--- src/source/car_pkg.sv ---
package car_pkg;

    // Widths
    localparam int duty_width = 10;
    localparam int addr_width = 5;
    localparam int cnt_width = 12;

    // One PWM period in clock cycles, 25 kHz at a 100 MHz clock
    localparam logic [cnt_width-1:0] pwm_period = 12'd4000;

    // Speed values loaded into the registers at reset, 1023 is full speed
    localparam logic [duty_width-1:0] straight_speed_reset = 10'd1023;
    localparam logic [duty_width-1:0] turn_in_reset = 10'd538;
    localparam logic [duty_width-1:0] turn_out_reset = 10'd1023;
    localparam logic [duty_width-1:0] sharp_in_reset = 10'd512;
    localparam logic [duty_width-1:0] sharp_out_reset = 10'd1023;
    localparam logic [duty_width-1:0] back_speed_reset = 10'd768;

    // AXI response codes
    localparam logic [1:0] resp_okay = 2'b00;
    localparam logic [1:0] resp_slverr = 2'b10;

    // Steering modes decoded from the three line sensors
    typedef enum logic [2:0] {
        go_straight = 3'd0,
        turn_left   = 3'd1,
        turn_right  = 3'd2,
        sharp_left  = 3'd3,
        sharp_right = 3'd4,
        back        = 3'd5
    } drive_mode_e;

    // Byte addresses of the register map, one 32-bit word each
    typedef enum logic [addr_width-1:0] {
        ctrl            = 5'h00,
        speed_straight  = 5'h04,
        speed_turn_in   = 5'h08,
        speed_turn_out  = 5'h0C,
        speed_sharp_in  = 5'h10,
        speed_sharp_out = 5'h14,
        speed_back      = 5'h18,
        status          = 5'h1C
    } reg_addr_e;

endpackage

--- src/source/car_drive_top.sv ---
`timescale 1ns/1ps

module car_drive_top (
    input  logic                             clk,
    input  logic                             reset,
    input  logic [car_pkg::addr_width-1:0]   awaddr,
    input  logic                             awvalid,
    output logic                             awready,
    input  logic [31:0]                      wdata,
    input  logic [3:0]                       wstrb,
    input  logic                             wvalid,
    output logic                             wready,
    output logic [1:0]                       bresp,
    output logic                             bvalid,
    input  logic                             bready,
    input  logic [car_pkg::addr_width-1:0]   araddr,
    input  logic                             arvalid,
    output logic                             arready,
    output logic [31:0]                      rdata,
    output logic [1:0]                       rresp,
    output logic                             rvalid,
    input  logic                             rready,
    input  logic [2:0]                       sensor,
    output logic                             pwm_left,
    output logic                             pwm_right,
    output logic                             dir_left,
    output logic                             dir_right
);

    car_pkg::drive_mode_e mode;
    logic enable;
    logic [car_pkg::duty_width-1:0] speed_straight;
    logic [car_pkg::duty_width-1:0] speed_turn_in;
    logic [car_pkg::duty_width-1:0] speed_turn_out;
    logic [car_pkg::duty_width-1:0] speed_sharp_in;
    logic [car_pkg::duty_width-1:0] speed_sharp_out;
    logic [car_pkg::duty_width-1:0] speed_back;
    logic [car_pkg::duty_width-1:0] duty_left;
    logic [car_pkg::duty_width-1:0] duty_right;

    drive_regs i_drive_regs (
        .clk, .reset,
        .awaddr, .awvalid, .awready, .wdata, .wstrb, .wvalid, .wready,
        .bresp, .bvalid, .bready,
        .araddr, .arvalid, .arready, .rdata, .rresp, .rvalid, .rready,
        .mode, .enable,
        .speed_straight, .speed_turn_in, .speed_turn_out,
        .speed_sharp_in, .speed_sharp_out, .speed_back
    );

    tracker_decode i_tracker_decode (.clk, .reset, .sensor, .mode);

    drive_table i_drive_table (
        .clk, .reset, .mode, .enable,
        .speed_straight, .speed_turn_in, .speed_turn_out,
        .speed_sharp_in, .speed_sharp_out, .speed_back,
        .duty_left, .duty_right, .dir_left, .dir_right
    );

    pwm_gen i_pwm_left (.clk, .reset, .duty(duty_left), .pwm(pwm_left));

    pwm_gen i_pwm_right (.clk, .reset, .duty(duty_right), .pwm(pwm_right));

endmodule

--- src/source/drive_regs.sv ---
`timescale 1ns/1ps

module drive_regs (
    input  logic                             clk,
    input  logic                             reset,
    input  logic [car_pkg::addr_width-1:0]   awaddr,
    input  logic                             awvalid,
    output logic                             awready,
    input  logic [31:0]                      wdata,
    input  logic [3:0]                       wstrb,
    input  logic                             wvalid,
    output logic                             wready,
    output logic [1:0]                       bresp,
    output logic                             bvalid,
    input  logic                             bready,
    input  logic [car_pkg::addr_width-1:0]   araddr,
    input  logic                             arvalid,
    output logic                             arready,
    output logic [31:0]                      rdata,
    output logic [1:0]                       rresp,
    output logic                             rvalid,
    input  logic                             rready,
    input  car_pkg::drive_mode_e             mode,
    output logic                             enable,
    output logic [car_pkg::duty_width-1:0]   speed_straight,
    output logic [car_pkg::duty_width-1:0]   speed_turn_in,
    output logic [car_pkg::duty_width-1:0]   speed_turn_out,
    output logic [car_pkg::duty_width-1:0]   speed_sharp_in,
    output logic [car_pkg::duty_width-1:0]   speed_sharp_out,
    output logic [car_pkg::duty_width-1:0]   speed_back
);

    logic write_start;
    logic write_fire;
    logic read_start;
    logic read_fire;
    logic [31:0] read_data;
    logic read_err;

    // Speeds span two bytes of the word
    function automatic logic [car_pkg::duty_width-1:0] merge_speed(
        input logic [car_pkg::duty_width-1:0] old_value,
        input logic [31:0] data,
        input logic [3:0] strb
    );
        logic [car_pkg::duty_width-1:0] result;
        result = old_value;
        if (strb[0]) begin
            result[7:0] = data[7:0];
        end
        if (strb[1]) begin
            result[9:8] = data[9:8];
        end
        return result;
    endfunction

    // Ready goes high for one cycle once both write channels are valid
    assign write_start = awvalid && wvalid && !bvalid && !awready;
    assign write_fire = awready && awvalid && wvalid;
    assign read_start = arvalid && !rvalid && !arready;
    assign read_fire = arready && arvalid;

    always_ff @(posedge clk or posedge reset) begin
        if (reset) begin
            awready <= 1'b0;
            wready <= 1'b0;
            bvalid <= 1'b0;
            bresp <= car_pkg::resp_okay;
            enable <= 1'b0;
            speed_straight <= car_pkg::straight_speed_reset;
            speed_turn_in <= car_pkg::turn_in_reset;
            speed_turn_out <= car_pkg::turn_out_reset;
            speed_sharp_in <= car_pkg::sharp_in_reset;
            speed_sharp_out <= car_pkg::sharp_out_reset;
            speed_back <= car_pkg::back_speed_reset;
        end else begin
            awready <= write_start;
            wready <= write_start;
            if (write_fire) begin
                bvalid <= 1'b1;
                bresp <= car_pkg::resp_okay;
                case (car_pkg::reg_addr_e'(awaddr))
                    car_pkg::ctrl: begin
                        if (wstrb[0]) begin
                            enable <= wdata[0];
                        end
                    end
                    car_pkg::speed_straight:
                        speed_straight <= merge_speed(speed_straight, wdata, wstrb);
                    car_pkg::speed_turn_in:
                        speed_turn_in <= merge_speed(speed_turn_in, wdata, wstrb);
                    car_pkg::speed_turn_out:
                        speed_turn_out <= merge_speed(speed_turn_out, wdata, wstrb);
                    car_pkg::speed_sharp_in:
                        speed_sharp_in <= merge_speed(speed_sharp_in, wdata, wstrb);
                    car_pkg::speed_sharp_out:
                        speed_sharp_out <= merge_speed(speed_sharp_out, wdata, wstrb);
                    car_pkg::speed_back:
                        speed_back <= merge_speed(speed_back, wdata, wstrb);
                    // Status is read-only, unmapped words do not exist
                    default: bresp <= car_pkg::resp_slverr;
                endcase
            end else if (bready) begin
                bvalid <= 1'b0;
            end
        end
    end

    always_comb begin
        read_err = 1'b0;
        case (car_pkg::reg_addr_e'(araddr))
            car_pkg::ctrl: read_data = {31'd0, enable};
            car_pkg::speed_straight: read_data = {22'd0, speed_straight};
            car_pkg::speed_turn_in: read_data = {22'd0, speed_turn_in};
            car_pkg::speed_turn_out: read_data = {22'd0, speed_turn_out};
            car_pkg::speed_sharp_in: read_data = {22'd0, speed_sharp_in};
            car_pkg::speed_sharp_out: read_data = {22'd0, speed_sharp_out};
            car_pkg::speed_back: read_data = {22'd0, speed_back};
            car_pkg::status: read_data = {29'd0, mode};
            default: begin
                read_data = 32'd0;
                read_err = 1'b1;
            end
        endcase
    end

    always_ff @(posedge clk or posedge reset) begin
        if (reset) begin
            arready <= 1'b0;
            rvalid <= 1'b0;
            rresp <= car_pkg::resp_okay;
        end else begin
            arready <= read_start;
            if (read_fire) begin
                rvalid <= 1'b1;
                rresp <= read_err ? car_pkg::resp_slverr : car_pkg::resp_okay;
            end else if (rready) begin
                rvalid <= 1'b0;
            end
        end
    end

    always_ff @(posedge clk) begin
        if (read_fire) begin
            rdata <= read_data;
        end
    end

    bvalid_held: assert property (
        @(posedge clk) disable iff (reset)
        bvalid && !bready |=> bvalid && $stable(bresp)
    ) else $error("drive_regs: write response dropped before bready");

    rvalid_held: assert property (
        @(posedge clk) disable iff (reset)
        rvalid && !rready |=> rvalid && $stable(rdata)
    ) else $error("drive_regs: read response dropped before rready");

endmodule

--- src/source/drive_table.sv ---
`timescale 1ns/1ps

module drive_table (
    input  logic                             clk,
    input  logic                             reset,
    input  car_pkg::drive_mode_e             mode,
    input  logic                             enable,
    input  logic [car_pkg::duty_width-1:0]   speed_straight,
    input  logic [car_pkg::duty_width-1:0]   speed_turn_in,
    input  logic [car_pkg::duty_width-1:0]   speed_turn_out,
    input  logic [car_pkg::duty_width-1:0]   speed_sharp_in,
    input  logic [car_pkg::duty_width-1:0]   speed_sharp_out,
    input  logic [car_pkg::duty_width-1:0]   speed_back,
    output logic [car_pkg::duty_width-1:0]   duty_left,
    output logic [car_pkg::duty_width-1:0]   duty_right,
    output logic                             dir_left,
    output logic                             dir_right
);

    logic [car_pkg::duty_width-1:0] speed_left;
    logic [car_pkg::duty_width-1:0] speed_right;
    logic fwd_left;
    logic fwd_right;

    // The inner wheel of a turn is the one on the side of the turn
    always_comb begin
        fwd_left = 1'b1;
        fwd_right = 1'b1;
        case (mode)
            car_pkg::go_straight: begin
                speed_left = speed_straight;
                speed_right = speed_straight;
            end
            car_pkg::turn_left: begin
                speed_left = speed_turn_in;
                speed_right = speed_turn_out;
            end
            car_pkg::turn_right: begin
                speed_left = speed_turn_out;
                speed_right = speed_turn_in;
            end
            car_pkg::sharp_left: begin
                speed_left = speed_sharp_in;
                speed_right = speed_sharp_out;
                fwd_left = 1'b0;
            end
            car_pkg::sharp_right: begin
                speed_left = speed_sharp_out;
                speed_right = speed_sharp_in;
                fwd_right = 1'b0;
            end
            default: begin
                speed_left = speed_back;
                speed_right = speed_back;
                fwd_left = 1'b0;
                fwd_right = 1'b0;
            end
        endcase
    end

    // A disabled car coasts with both bridges set forward
    always_ff @(posedge clk or posedge reset) begin
        if (reset) begin
            duty_left <= '0;
            duty_right <= '0;
            dir_left <= 1'b1;
            dir_right <= 1'b1;
        end else begin
            duty_left <= enable ? speed_left : '0;
            duty_right <= enable ? speed_right : '0;
            dir_left <= enable ? fwd_left : 1'b1;
            dir_right <= enable ? fwd_right : 1'b1;
        end
    end

    both_reverse_only_back: assert property (
        @(posedge clk) disable iff (reset)
        !dir_left && !dir_right |-> $past(mode) == car_pkg::back
    ) else $error("drive_table: both wheels in reverse outside back mode");

endmodule

--- src/source/pwm_gen.sv ---
`timescale 1ns/1ps

module pwm_gen (
    input  logic                           clk,
    input  logic                           reset,
    input  logic [car_pkg::duty_width-1:0] duty,
    output logic                           pwm
);

    logic [car_pkg::cnt_width-1:0] count;
    logic [car_pkg::cnt_width-1:0] high_len;
    logic [car_pkg::cnt_width+car_pkg::duty_width-1:0] product;
    logic [car_pkg::cnt_width-1:0] new_len;
    logic period_end;

    // High length is period * duty / 1024, truncated
    assign product = {{car_pkg::cnt_width{1'b0}}, duty}
                   * {{car_pkg::duty_width{1'b0}}, car_pkg::pwm_period};
    assign new_len = product[car_pkg::cnt_width+car_pkg::duty_width-1:car_pkg::duty_width];
    assign period_end = (count == car_pkg::pwm_period - 1'b1);

    // Duty is taken only when the count wraps, so a period is never cut short
    always_ff @(posedge clk or posedge reset) begin
        if (reset) begin
            count <= '0;
            high_len <= '0;
            pwm <= 1'b0;
        end else if (period_end) begin
            count <= '0;
            high_len <= new_len;
            pwm <= (new_len != '0);
        end else begin
            count <= count + 1'b1;
            pwm <= (count + 1'b1) < high_len;
        end
    end

    count_in_range: assert property (
        @(posedge clk) disable iff (reset)
        count < car_pkg::pwm_period
    ) else $error("pwm_gen: counter reached the period");

endmodule

--- src/source/tracker_decode.sv ---
`timescale 1ns/1ps

module tracker_decode (
    input  logic                 clk,
    input  logic                 reset,
    input  logic [2:0]           sensor,
    output car_pkg::drive_mode_e mode
);

    logic [2:0] sync_1;
    logic [2:0] sync_2;
    car_pkg::drive_mode_e next_mode;

    // The sensor bits come straight from the board, so two flops first
    always_ff @(posedge clk or posedge reset) begin
        if (reset) begin
            sync_1 <= 3'b000;
            sync_2 <= 3'b000;
        end else begin
            sync_1 <= sensor;
            sync_2 <= sync_1;
        end
    end

    // Bit 2 is the left sensor, bit 0 the right one
    always_comb begin
        case (sync_2)
            3'b010,
            3'b111: next_mode = car_pkg::go_straight;
            3'b110: next_mode = car_pkg::turn_left;
            3'b100: next_mode = car_pkg::sharp_left;
            3'b011: next_mode = car_pkg::turn_right;
            3'b001: next_mode = car_pkg::sharp_right;
            3'b000: next_mode = car_pkg::back;
            // Left and right without middle is ambiguous so the course is held
            default: next_mode = mode;
        endcase
    end

    always_ff @(posedge clk or posedge reset) begin
        if (reset) begin
            mode <= car_pkg::back;
        end else begin
            mode <= next_mode;
        end
    end

    mode_legal: assert property (
        @(posedge clk) disable iff (reset)
        mode inside {car_pkg::go_straight, car_pkg::turn_left, car_pkg::turn_right,
                     car_pkg::sharp_left, car_pkg::sharp_right, car_pkg::back}
    ) else $error("tracker_decode: illegal mode %0d", mode);

endmodule
--- config.mk ---
export PLATFORM = sky130hd
export DESIGN_NAME = car_drive_top
export DESIGN_NICKNAME = d
export VERILOG_FILES = /design/src/source/car_pkg.sv /design/src/source/car_drive_top.sv /design/src/source/drive_regs.sv /design/src/source/drive_table.sv /design/src/source/pwm_gen.sv /design/src/source/tracker_decode.sv
export SDC_FILE = /design/constraint.sdc
export NUM_CORES = 1
export LEC_CHECK = 0
export BUFFER_PORTS_ARGS = -buffer_cell sky130_fd_sc_hd__buf_2
export CAP_MARGIN = 20
export CELL_PAD_IN_SITES_DETAIL_PLACEMENT = 0
export CELL_PAD_IN_SITES_GLOBAL_PLACEMENT = 2
export CORE_MARGIN = 2
export CORE_UTILIZATION = 40
export CTS_CLUSTER_SIZE = 8
export DETAILED_ROUTE_END_ITERATION = 16
export PLACE_DENSITY_LB_ADDON = 0.05
export SLEW_MARGIN = 20
export SYNTH_ARGS = -nofsm -noshare
export SYNTH_HDL_FRONTEND = slang
export SYNTH_SLANG_ARGS = --single-unit
--- constraint.sdc ---
create_clock -name clk -period 6.9 [get_ports clk]
set_clock_uncertainty 0.15 [all_clocks]
set_input_delay 1.38 -clock clk [delete_from_list [all_inputs] [get_ports clk]]
set_output_delay 1.38 -clock clk [all_outputs]
set_load 0.05 [all_outputs]
# After elaboration in Yosys (flattened, before gate mapping)

Index checks and enable logic that the tools add are counted.

Register bits after elaboration: 182
Bits in latches: 0
Memory bits (writable): 0
Memory bits (read-only): 0
Input bits: 56
Output and inout port bits: 45
Logic and storage cells: 123
Memories kept: 0

Add/subtract/negate cells: 2
Multipliers: 2
Divide/modulo/power cells: 0
$lt $le $gt $ge: 2
Equality and inequality tests: 25
Shifts and indexed selects: 0
Mux-type cells: 20
Bitwise gates (word level): 0
Reductions and logical operators: 39

Operators by type and width:

| cell                    | count |
|---|---|
| $pmux W10 S5            | 2 |
| $pmux W10 S8            | 1 |
| $reduce_and A3 Y1       | 13 |
| $eq A5 B5 Y1 const B    | 7 |
| $mul A10 B7 Y17 const B | 2 |
| $add A12 B1 Y12 const B | 2 |
| $eq A12 B12 Y1 const B  | 2 |
| $lt A12 B12 Y1          | 2 |
| $mux W12                | 2 |
| $reduce_bool A12 Y1     | 2 |
| $eq A5 B4 Y1 const B    | 4 |
| $mux W10                | 2 |
| $pmux W3 S6             | 1 |
| $eq A3 B2 Y1 const B    | 4 |
| $eq A3 B3 Y1 const B    | 4 |
| $eq A5 B3 Y1 const B    | 2 |
| $logic_not A5 Y1        | 2 |
| $mux W1                 | 10 |
| $logic_and A1 B1 Y1     | 8 |
| $reduce_or A4 Y1        | 2 |
| $reduce_or A8 Y1        | 1 |
| $reduce_or A7 Y1        | 1 |
| $eq A3 B1 Y1 const B    | 2 |
| $logic_not A3 Y1        | 2 |
| 5 further kinds         | 10 |

# Depth between registers and ports, before layout

Gate-level depths: netlist of the first run.

Word-level depth: 4
Mapped depth: 16
Mapped depth without buffers: 15

# Modules after synthesis

Synthesis of the first run repeated with hierarchy kept, for this count alone.

Cell total of the unflattened synthesis: 1092
Area, all modules: 11730.0 um^2

By module, submodules not included:

| module                 | times used | cells an instance | area each (um^2) | sequential area each (um^2) |
|---|---|---|---|---|
| drive_regs             | 1          | 291               | 3771.1           | 2023.2 |
| pwm_gen at i_pwm_left  | 1          | 315               | 3031.7           | 625.6 |
| pwm_gen at i_pwm_right | 1          | 307               | 2985.4           | 625.6 |
| drive_table            | 1          | 162               | 1664.1           | 553.0 |
| tracker_decode         | 1          | 17                | 277.8            | 227.7 |

# Worst setup path after synthesis of the first run

No wires, ideal clock.

Path type: reg-to-reg
Start point: register i_drive_table.duty_left[2] in the netlist's numbering
End point: register i_pwm_left.pwm
Setup time: 87 ps
Data arrival time: 4680 ps
Data required time: 6663 ps
Path slack: 1983 ps
Cell stages (with the launch flop): 15
Path buffers: 0
Period minus slack after synthesis: 4917 ps
Cells stage by stage: dfrtp_1 > inv_1 > fa_1 > fa_1 > fa_1 > fa_1 > inv_1 > ha_1 > and2_4 > a221o_1 > a221o_2 > a311oi_4 > o21ba_2 > mux2_2 > a22oi_1

Longest elaborated chain between the ends: 3

Ends and longest elaborated chain:

| item                   | line              | RTL |
|---|---|---|
| start, declared        | drive_table.sv:14 | `output logic [car_pkg::duty_width-1:0] duty_left,` |
| start signal, assigned | drive_table.sv:69 | `duty_left <= enable ? speed_left : '0;` |
| $mul A10 B7 Y17        | pwm_gen.sv:18     | `* {{car_pkg::duty_width{1'b0}}, car_pkg::pwm_period};` |
| $reduce_bool A12 Y1    | pwm_gen.sv:31     | `pwm <= (new_len != '0);` |
| $mux W1                | pwm_gen.sv:28     | `end else if (period_end) begin` |
| end signal, assigned   | pwm_gen.sv:31     |  |
| end signal, assigned   | pwm_gen.sv:34     | `pwm <= (count + 1'b1) < high_len;` |
| end, declared          | pwm_gen.sv:7      | `output logic pwm` |

Every way passes these cells.
A chain may end at the register's enable or synchronous reset.

# Worst setup path in the final report of the first run

Start point: register i_drive_table.duty_right[5] in the netlist's numbering
End point: register i_pwm_right.pwm

Longest elaborated chain between the ends: 3

Ends and longest elaborated chain:

| item                   | line              | RTL |
|---|---|---|
| start, declared        | drive_table.sv:15 | `output logic [car_pkg::duty_width-1:0] duty_right,` |
| start signal, assigned | drive_table.sv:70 | `duty_right <= enable ? speed_right : '0;` |
| $mul A10 B7 Y17        | pwm_gen.sv:18     |  |
| $reduce_bool A12 Y1    | pwm_gen.sv:31     |  |
| $mux W1                | pwm_gen.sv:28     |  |
| end signal, assigned   | pwm_gen.sv:31     |  |
| end signal, assigned   | pwm_gen.sv:34     |  |
| end, declared          | pwm_gen.sv:7      |  |

Every way passes these cells.

==> results of run 1 <==
-- final timing paths --
path / from / to / slack (ns)
max: i_drive_table.duty_right[5]$_DFF_PP0_ / i_pwm_right.pwm$_DFF_PP0_ / 1.68
min reg2reg: i_tracker_decode.sync_1[0]$_DFF_PP0_ / i_tracker_decode.sync_2[0]$_DFF_PP0_ / 0.20
max reg2reg: i_drive_table.duty_right[5]$_DFF_PP0_ / i_pwm_right.pwm$_DFF_PP0_ / 1.68
min: i_tracker_decode.sync_1[0]$_DFF_PP0_ / i_tracker_decode.sync_2[0]$_DFF_PP0_ / 0.20
min in group asynchronous: reset / i_pwm_right.count[10]$_DFF_PP0_ / 0.96
max in group asynchronous: reset / i_drive_regs.speed_turn_in[6]$_DFFE_PP0P_ / 4.37
-- final cells by class --
type	count	area (um^2)	share of cell area, %
Tap cell	378	473.0	3.775
Clock inverter	14	130.1	1.039
Multi-Input combinational cell	759	6670	53.24
Inverter	119	451.7	3.605
Timing Repair Buffer	60	320.3	2.556
Sequential cell	158	4055	32.36
Clock buffer	18	429.2	3.425
-- power by group through the flow --
| stage | Combinational (W) | Clock [W] | Sequential, W |
|---|---|---|---|
| floorplan | 0.000133 | 0 | 0.00101 |
| global placement | 0.000197 | 0 | 0.000996 |
| detailed placement | 0.000197 | 0 | 0.000996 |
| CTS | 0.000197 | 0.000958 | 0.000979 |
| global route | 0.000214 | 0.000999 | 0.000983 |
| finish | 0.000194 | 0.000926 | 0.000979 |
-- stage by stage --
stage	utilization (%)	total power, W	hold slack, ns
after CTS	44.98	0.002134	0.2034
after detailed placement	42.97	0.001193	0.1864
after global routing	44.98	0.002195	0.2112
final	44.98	0.002099	0.2003
after floorplan	-	0.001145	0.1812
after global placement	42.96	0.001193	0.1831
-- layer usage --
metal / vias to the layer above / global-route usage [%] / part of all wire (%) / wire length, um
met3: 29 / 3.021 / 2.2 / 560
met4: 0 / 5.261 / 1.6 / 414
met2: 104 / 33.08 / 51 / 12950
li1: 3817 / - / - / -
met1: 3714 / 22.66 / 45 / 11460
met5: - / 0 / 0 / 0
-- synthesized netlist by cell type (5+ instances only) --
cell,count
nor2_1,35
mux2i_1,5
dfstp_2,41
o21a_1,11
nor2b_1,5
mux4_2,11
and3_1,5
a2111oi_0,5
dfrtp_1,107
o21ai_0,47
a22oi_1,31
edfxtp_1,10
nor4_1,7
fa_1,56
and2_1,20
clkbuf_1,35
a31oi_1,11
nand2_1,70
buf_4,25
o211a_1,12
xor2_1,22
nor3_1,22
a21oi_1,38
xnor2_1,30
ha_1,106
a21o_1,7
mux2_2,63
nand3_1,35
nand4_1,9
inv_1,119
-- registers in the layout, indices dropped and copies added (netlist names), 10 cells and up --
signal / cells
i_drive_regs.rdata: 10
i_drive_regs.speed_turn_in: 10
i_drive_table.duty_right: 10
i_drive_regs.speed_straight: 10
i_pwm_right.count: 12
i_drive_regs.speed_turn_out: 10
i_drive_regs.speed_sharp_out: 10
i_pwm_left.count: 12
i_drive_regs.speed_back: 10
i_drive_regs.speed_sharp_in: 10
i_pwm_right.high_len: 12
i_pwm_left.high_len: 12
i_drive_table.duty_left: 10
-- kinds of logic after synthesis --
| logic type | after synthesis | share of synthesized area, % |
|---|---|---|
| and+or+nand+nor | 239 | 10.59 |
| AOI/OAI and AO/OA | 202 | 12.33 |
| buffers and inverters | 181 | 6.810 |
| adders and majority gates | 163 | 21.64 |
| DFF | 158 | 35.71 |
| muxes | 79 | 8.871 |
| xor gates and xnor gates | 52 | 4.011 |
| other | 1 | 0.03303 |
==> run_results.csv, run 1 <==
group,metric,value,unit
timing,hold_viol_final,0,
power,power_switching,0.0005882,W
critical_path,crit_buf_inv,2,
clocking,clk_pin_slew,0.07,ns
layout,layout_common_cells,"118 x inv_1, 107 x dfrtp_1, 106 x ha_1",
logic_synthesis,synth_area,11350,um^2
critical_path,rr_worst_depth,14,
clocking,cts_hold_buffers,0,
die,rows,61,
layout,fill_cells,2731,
critical_path,slowest_delay,0.54,ns
die,die-width,172.5,um
place,io_buffers,52,
drt,vias_per_cell,5.089,
die,fp.coreArea,27860,um^2
clocking,post_cts_buffers,0,
timing,drv_slew,0,
job,maxCapViolations,0,
logic_synthesis,synth.top_cell.area_share,23.58,%
drt,drc,0,
layout,fin_area,12530,um^2
critical_path,worstPathRequired,7.05,ns
clocking,htreeDepth,4,
drt,drt_iter0_drc,346,
die,top_level_ports,101,
critical_path,cp_common_cell,"fa_1",
power,comb_power_share,9.2,%
timing,worstMarginPinSlew,1.159,ns
critical_path,slowest_stage,"fa_1",
power,p_int,0.001511,W
critical_path,crit_chain,"inv_1, fa_1, fa_1, fa_1, fa_1, inv_1, ha_1, a21oi_1, nand2_1, a221oi_1, o21ai_0, o221a_2, a2111oi_0, a31oi_1",
logic_synthesis,async_flop_share,93.67,%
timing,worst_slack,1.676,ns
critical_path,crit_path_start_kind,"flop",
clocking,cts_buffer_depth,2,
logic_synthesis,syn_inst,1075,
place,placed_area,11970,um^2
logic_synthesis,synth_edf_count,10,
power,powerDensity,167.6,nW/um^2
layout,diodes,0,
timing,fin_crit_sh,75.71,%
clocking,cts_num_sinks,158,
timing,fin_crit,5.224,ns
clocking,cts_buffers,17,
layout,drive_gt1_share,20.48,%
worst_hold_path,hp-class,"reg -> reg",
place,dpl.hpwl,18.32,mm
die,die_area,29750,um^2
drt,via_count,7664,
critical_path,worstSetupPathDepth,14,
logic_synthesis,synth.distinct_cells,72,
drt,drt-pass1-iter-count,5,
layout,syn_to_final_growth,10.35,%
critical_path,critPathKind,"reg -> reg",
grt,grt.total_usage,18.39,%
timing,maxSlewHeadroom,22.29,%
critical_path,critPathCaptureType,"flop",
clocking,ctsRootBufferMaster,"clkbuf_16",
drt,wl,25.39,mm
power,p_clk_share,44.1,%
power,sw_frac_of_total,28.02,%
critical_path,crit_family,"adder cells",
grt,grt_max_degree,91,
place,gp_congestion,0.7842,
logic_synthesis,yosys_warnings,0,
logic_synthesis,ys_top_cells_by_area,"dfrtp_1 24%, ha_1 12%, fa_1 9.9%, dfstp_2 9.5%, mux2_2 6.2%",
logic_synthesis,ys_ff_latch,158,
place,post-place-cells,1474,
timing,setup_viol_count_final,0,
die,start_util,40.76,%
timing,tns,0,ns
critical_path,critical_path.max_fanout,7,
grt,overflow,0,
die,fp.dieH,172.5,um
clocking,worstSkewPairLatency,0.44,ns
timing,fmax,0.1914,GHz
power,power.leakage,5.953,nW
place,pre_cts_ws,1.570,ns
logic_synthesis,synth_flop_cell,"dfrtp_1",
timing,rsz0062_at_grt,"false",
worst_hold_path,min_path_cells,0,
critical_path,crit_arrival,5.37,ns
logic_synthesis,yosysSeqAreaShare,35.71,%
layout,final_nets,1333,
power,ir_drop,0.1584,mV
grt,grt_pass1_vias,7832,
drt,wl_per_cell,16.86,um
logic_synthesis,avgSynthCellArea,10.56,um^2
layout,layout_commonest_cell,"inv_1",
clocking,cts_resized,0,
drt,drtAntennaViolNets,0,
grt,grt_pass1_wl,41.83,mm
logic_synthesis,synth_top_cell_by_area,"dfrtp_1",
layout,finalNonFillerCells,1506,
clocking,cts_tree,"yes",
power,seqPwrFrac,46.6,%
outcome,outcome,"completed",
grt,antenna_found_initial,0,
No activity file was read; power rests on OpenSTA's default activity.
==> run 2: changes to the inputs <==
--- a/config.mk
+++ b/config.mk
@@ -5,12 +5,13 @@
 export SDC_FILE = /design/constraint.sdc
 export NUM_CORES = 1
 export LEC_CHECK = 0
+export ABC_AREA = 1
 export BUFFER_PORTS_ARGS = -buffer_cell sky130_fd_sc_hd__buf_2
 export CAP_MARGIN = 20
 export CELL_PAD_IN_SITES_DETAIL_PLACEMENT = 0
 export CELL_PAD_IN_SITES_GLOBAL_PLACEMENT = 2
 export CORE_MARGIN = 2
-export CORE_UTILIZATION = 40
+export CORE_UTILIZATION = 33
 export CTS_CLUSTER_SIZE = 8
 export DETAILED_ROUTE_END_ITERATION = 16
 export PLACE_DENSITY_LB_ADDON = 0.05
==> constraint.sdc (replaced) <==
create_clock -name clk -period 4.6 [get_ports clk]
set_clock_uncertainty 0.15 [all_clocks]
set_input_delay 0.92 -clock clk [delete_from_list [all_inputs] [get_ports clk]]
set_output_delay 0.92 -clock clk [all_outputs]
set_load 0.05 [all_outputs]
==> run 2 against run 1 <==
  * Combinational power increased by 130%
  * Routed wire length is 11% higher
  * Sequential share of layout area decreased by 0.88 points
  * Cell area up 3.0%
  * Sequential power grew 51%
  * Flip-flop and latch count unchanged
  * Clock-buffer cell count unchanged
  * Power grew 60%
  * Synthesized cell count increased by 30%
==> run_results.csv, run 2 <==
group,metric,value,unit
timing,drv_slew,0,
power,p_int,0.002302,W
critical_path,critical_path.max_fanout,4,
drt,wl,28.26,mm
logic_synthesis,synth_flop_cell,"dfrtp_1",
layout,final_core_util,37.37,%
critical_path,cp_common_cell,"nand2_1",
timing,fin_crit,4.283,ns
logic_synthesis,ys_ff_latch,158,
grt,grt.total_usage,16.70,%
timing,setup_viol_count_final,0,
critical_path,crit_arrival,4.47,ns
critical_path,slowest_stage,"fa_1",
layout,diodes,0,
timing,fin_crit_sh,93.12,%
logic_synthesis,avgSynthCellArea,8.317,um^2
logic_synthesis,synth_top_cell_by_area,"dfrtp_1",
logic_synthesis,syn_inst,1393,
power,powerDensity,260.1,nW/um^2
logic_synthesis,synth.top_cell.area_share,23.11,%
power,power_switching,0.001055,W
clocking,cts_buffer_depth,2,
timing,hold_viol_final,0,
critical_path,r2r-start,"i_drive_table.duty_left[4]$_DFF_PP0_",
die,rows,68,
logic_synthesis,synth-compound-area-share,12.35,%
drt,drt-pass1-iter-count,6,
clocking,cts_buffers,17,
logic_synthesis,yosysSeqAreaShare,35.00,%
worst_hold_path,hp-start,"i_tracker_decode.sync_1[1]$_DFF_PP0_",
drt,drt_iter0_drc,375,
outcome,outcome,"completed",
drt,vias_per_cell,4.565,
timing,maxSlewHeadroom,35.27,%
power,power.leakage,6.590,nW
critical_path,crit_chain,"inv_1, fa_1, fa_1, fa_1, fa_1, inv_1, ha_1, a21oi_1, o21ai_0, a21oi_1, nand3_1, nand2_1, nand2_1, nor2_1, nand2_1, nand2_1, nand2_1",
clocking,cts_tree,"yes",
place,gp_congestion,0.8011,
power,seqPwrFrac,44.1,%
die,top_level_ports,101,
place,io_buffers,52,
logic_synthesis,yosys.area_share.simple,17.63,%
clocking,cts_num_sinks,158,
clocking,post_cts_buffers,0,
clocking,ctsRootBufferMaster,"clkbuf_16",
critical_path,slowest_delay,0.54,ns
grt,grt_max_degree,149,
layout,fill_cells,3725,
power,p_clk_share,42.4,%
layout,layout_common_cells,"290 x nand2_1, 263 x inv_1, 105 x ha_1",
timing,worstMarginPinSlew,0.9710,ns
logic_synthesis,async_flop_share,93.67,%
logic_synthesis,synth_top_family_by_area,"adder cells",
clocking,worstSkewPairLatency,0.45,ns
drt,wl_per_cell,14.69,um
drt,drtAntennaViolNets,0,
logic_synthesis,synth.distinct_cells,49,
logic_synthesis,muxShareOfSynthArea,0,%
critical_path,crit_path_start_kind,"flop",
logic_synthesis,synth_xor_area_share,2.192,%
timing,fmax,0.2335,GHz
logic_synthesis,synth_area,11590,um^2
clocking,clk_pin_slew,0.07,ns
timing,rsz0062_at_grt,"false",
logic_synthesis,synth.most_common_cell,"nand2_1",
clocking,cts_resized,0,
power,comb_power_share,13.5,%
die,start_util,33.54,%
power,sw_frac_of_total,31.43,%
worst_hold_path,hp-class,"reg -> reg",
drt,via_count,8784,
layout,layout_commonest_cell,"nand2_1",
logic_synthesis,yosys_warnings,0,
logic_synthesis,ys_top_cells_by_area,"dfrtp_1 23%, ha_1 11%, fa_1 9.7%, nand2_1 9.4%, dfstp_2 9.3%",
clocking,htreeDepth,4,
grt,overflow,0,
job,maxCapViolations,0,
critical_path,critPathCaptureType,"flop",
die,die-width,191.4,um
logic_synthesis,yosys-top-cells-count,"291 x nand2_1, 269 x inv_1, 107 x dfrtp_1, 106 x ha_1, 104 x o21ai_0",
critical_path,critPathKind,"reg -> reg",
critical_path,worstPathRequired,4.78,ns
timing,hold_ws,0.2027,ns
grt,grt_pass1_wl,47.35,mm
clocking,cts_hold_buffers,0,
place,dpl.hpwl,21.90,mm
timing,tns,0,ns
power,ir_drop,0.2593,mV
die,fp.dieH,191.4,um
layout,syn_to_final_growth,11.41,%
die,die_area,36620,um^2
grt,antenna_found_initial,0,
drt,drc,0,
layout,drive_gt1_share,13.07,%
logic_synthesis,synthAdderAreaFrac,21.12,%
grt,grt_pass1_vias,8975,
layout,final_nets,1674,
die,fp.coreArea,34540,um^2
logic_synthesis,synth_edf_count,10,
critical_path,startpoint,"i_drive_table.duty_left[4]$_DFF_PP0_",
## run 2: cells by family (layout without fill, tap and decap cells)
family                     after synthesis  after routing
AOI/OAI and AO/OA                      241            241
xor gates and xnor gates                29             29
adders and majority gates              162            162
buffers and inverters                  320            373
DFF                                    158            158
other                                    1             24
and+or+nand+nor                        482            482
## run 2: power by group through the flow
| stage | Combinational [W] | Sequential (W) | Clock, W |
|---|---|---|---|
| floorplan | 0.000315 | 0.00154 | 0 |
| global placement | 0.000459 | 0.00151 | 0 |
| detailed placement | 0.000460 | 0.00151 | 0 |
| CTS | 0.000463 | 0.00148 | 0.00148 |
| global route | 0.000515 | 0.00149 | 0.00154 |
| finish | 0.000453 | 0.00148 | 0.00142 |
## run 2: area by class of cell
class                           instances  area (um^2)  share of cell area, %
Timing Repair Buffer                   65        370.4                  2.869
Clock buffer                           18        429.2                  3.325
Multi-Input combinational cell        938         6280                  48.65
Tap cell                              455        569.3                  4.410
Inverter                              276         1046                  8.103
Clock inverter                         14        150.1                  1.163
Sequential cell                       158         4064                  31.48
## run 2: worst max-delay path: cells and delay by family (launching register included)
kind / cells / cell delay [ns]
AND/OR/NAND/NOR: 7 / 0.54
adder cells (fa/ha/maj): 5 / 2.25
AO/OA/AOI/OAI: 3 / 0.57
buffers and inverters: 2 / 0.21
flip-flops: 1 / 0.45
## run 2: metrics by stage
stage          cells  instance area (um^2)  total power [W]  setup slack, ns
2_1_floorplan   1416                 11680         0.001855           0.5948
3_3_place_gp    1892                 12310         0.001964           0.1938
3_5_place_dp    1892                 12310         0.001965           0.1927
4_1_cts         1924                 12890         0.003426           0.1614
5_1_grt         1924                 12910         0.003539         0.006993
6_report        1924                 12910         0.003358           0.3167
## run 2: layer usage
metal	wire length, um	global-route usage [%]
met4	358	4.586
met2	13890	28.95
met3	646	2.405
met5	0	0
met1	13360	21.63
## run 2: worst paths after layout
path	endpoint	slack [ns]	cells past startpoint
max in group asynchronous	i_drive_table.duty_left[4]$_DFF_PP0_	2.98	3
min reg2reg	i_tracker_decode.sync_2[1]$_DFF_PP0_	0.20	0
min in group asynchronous	i_pwm_right.count[2]$_DFF_PP0_	0.44	3
max	i_pwm_left.pwm$_DFF_PP0_	0.32	17
max reg2reg	i_pwm_left.pwm$_DFF_PP0_	0.32	17
min	i_tracker_decode.sync_2[1]$_DFF_PP0_	0.20	0
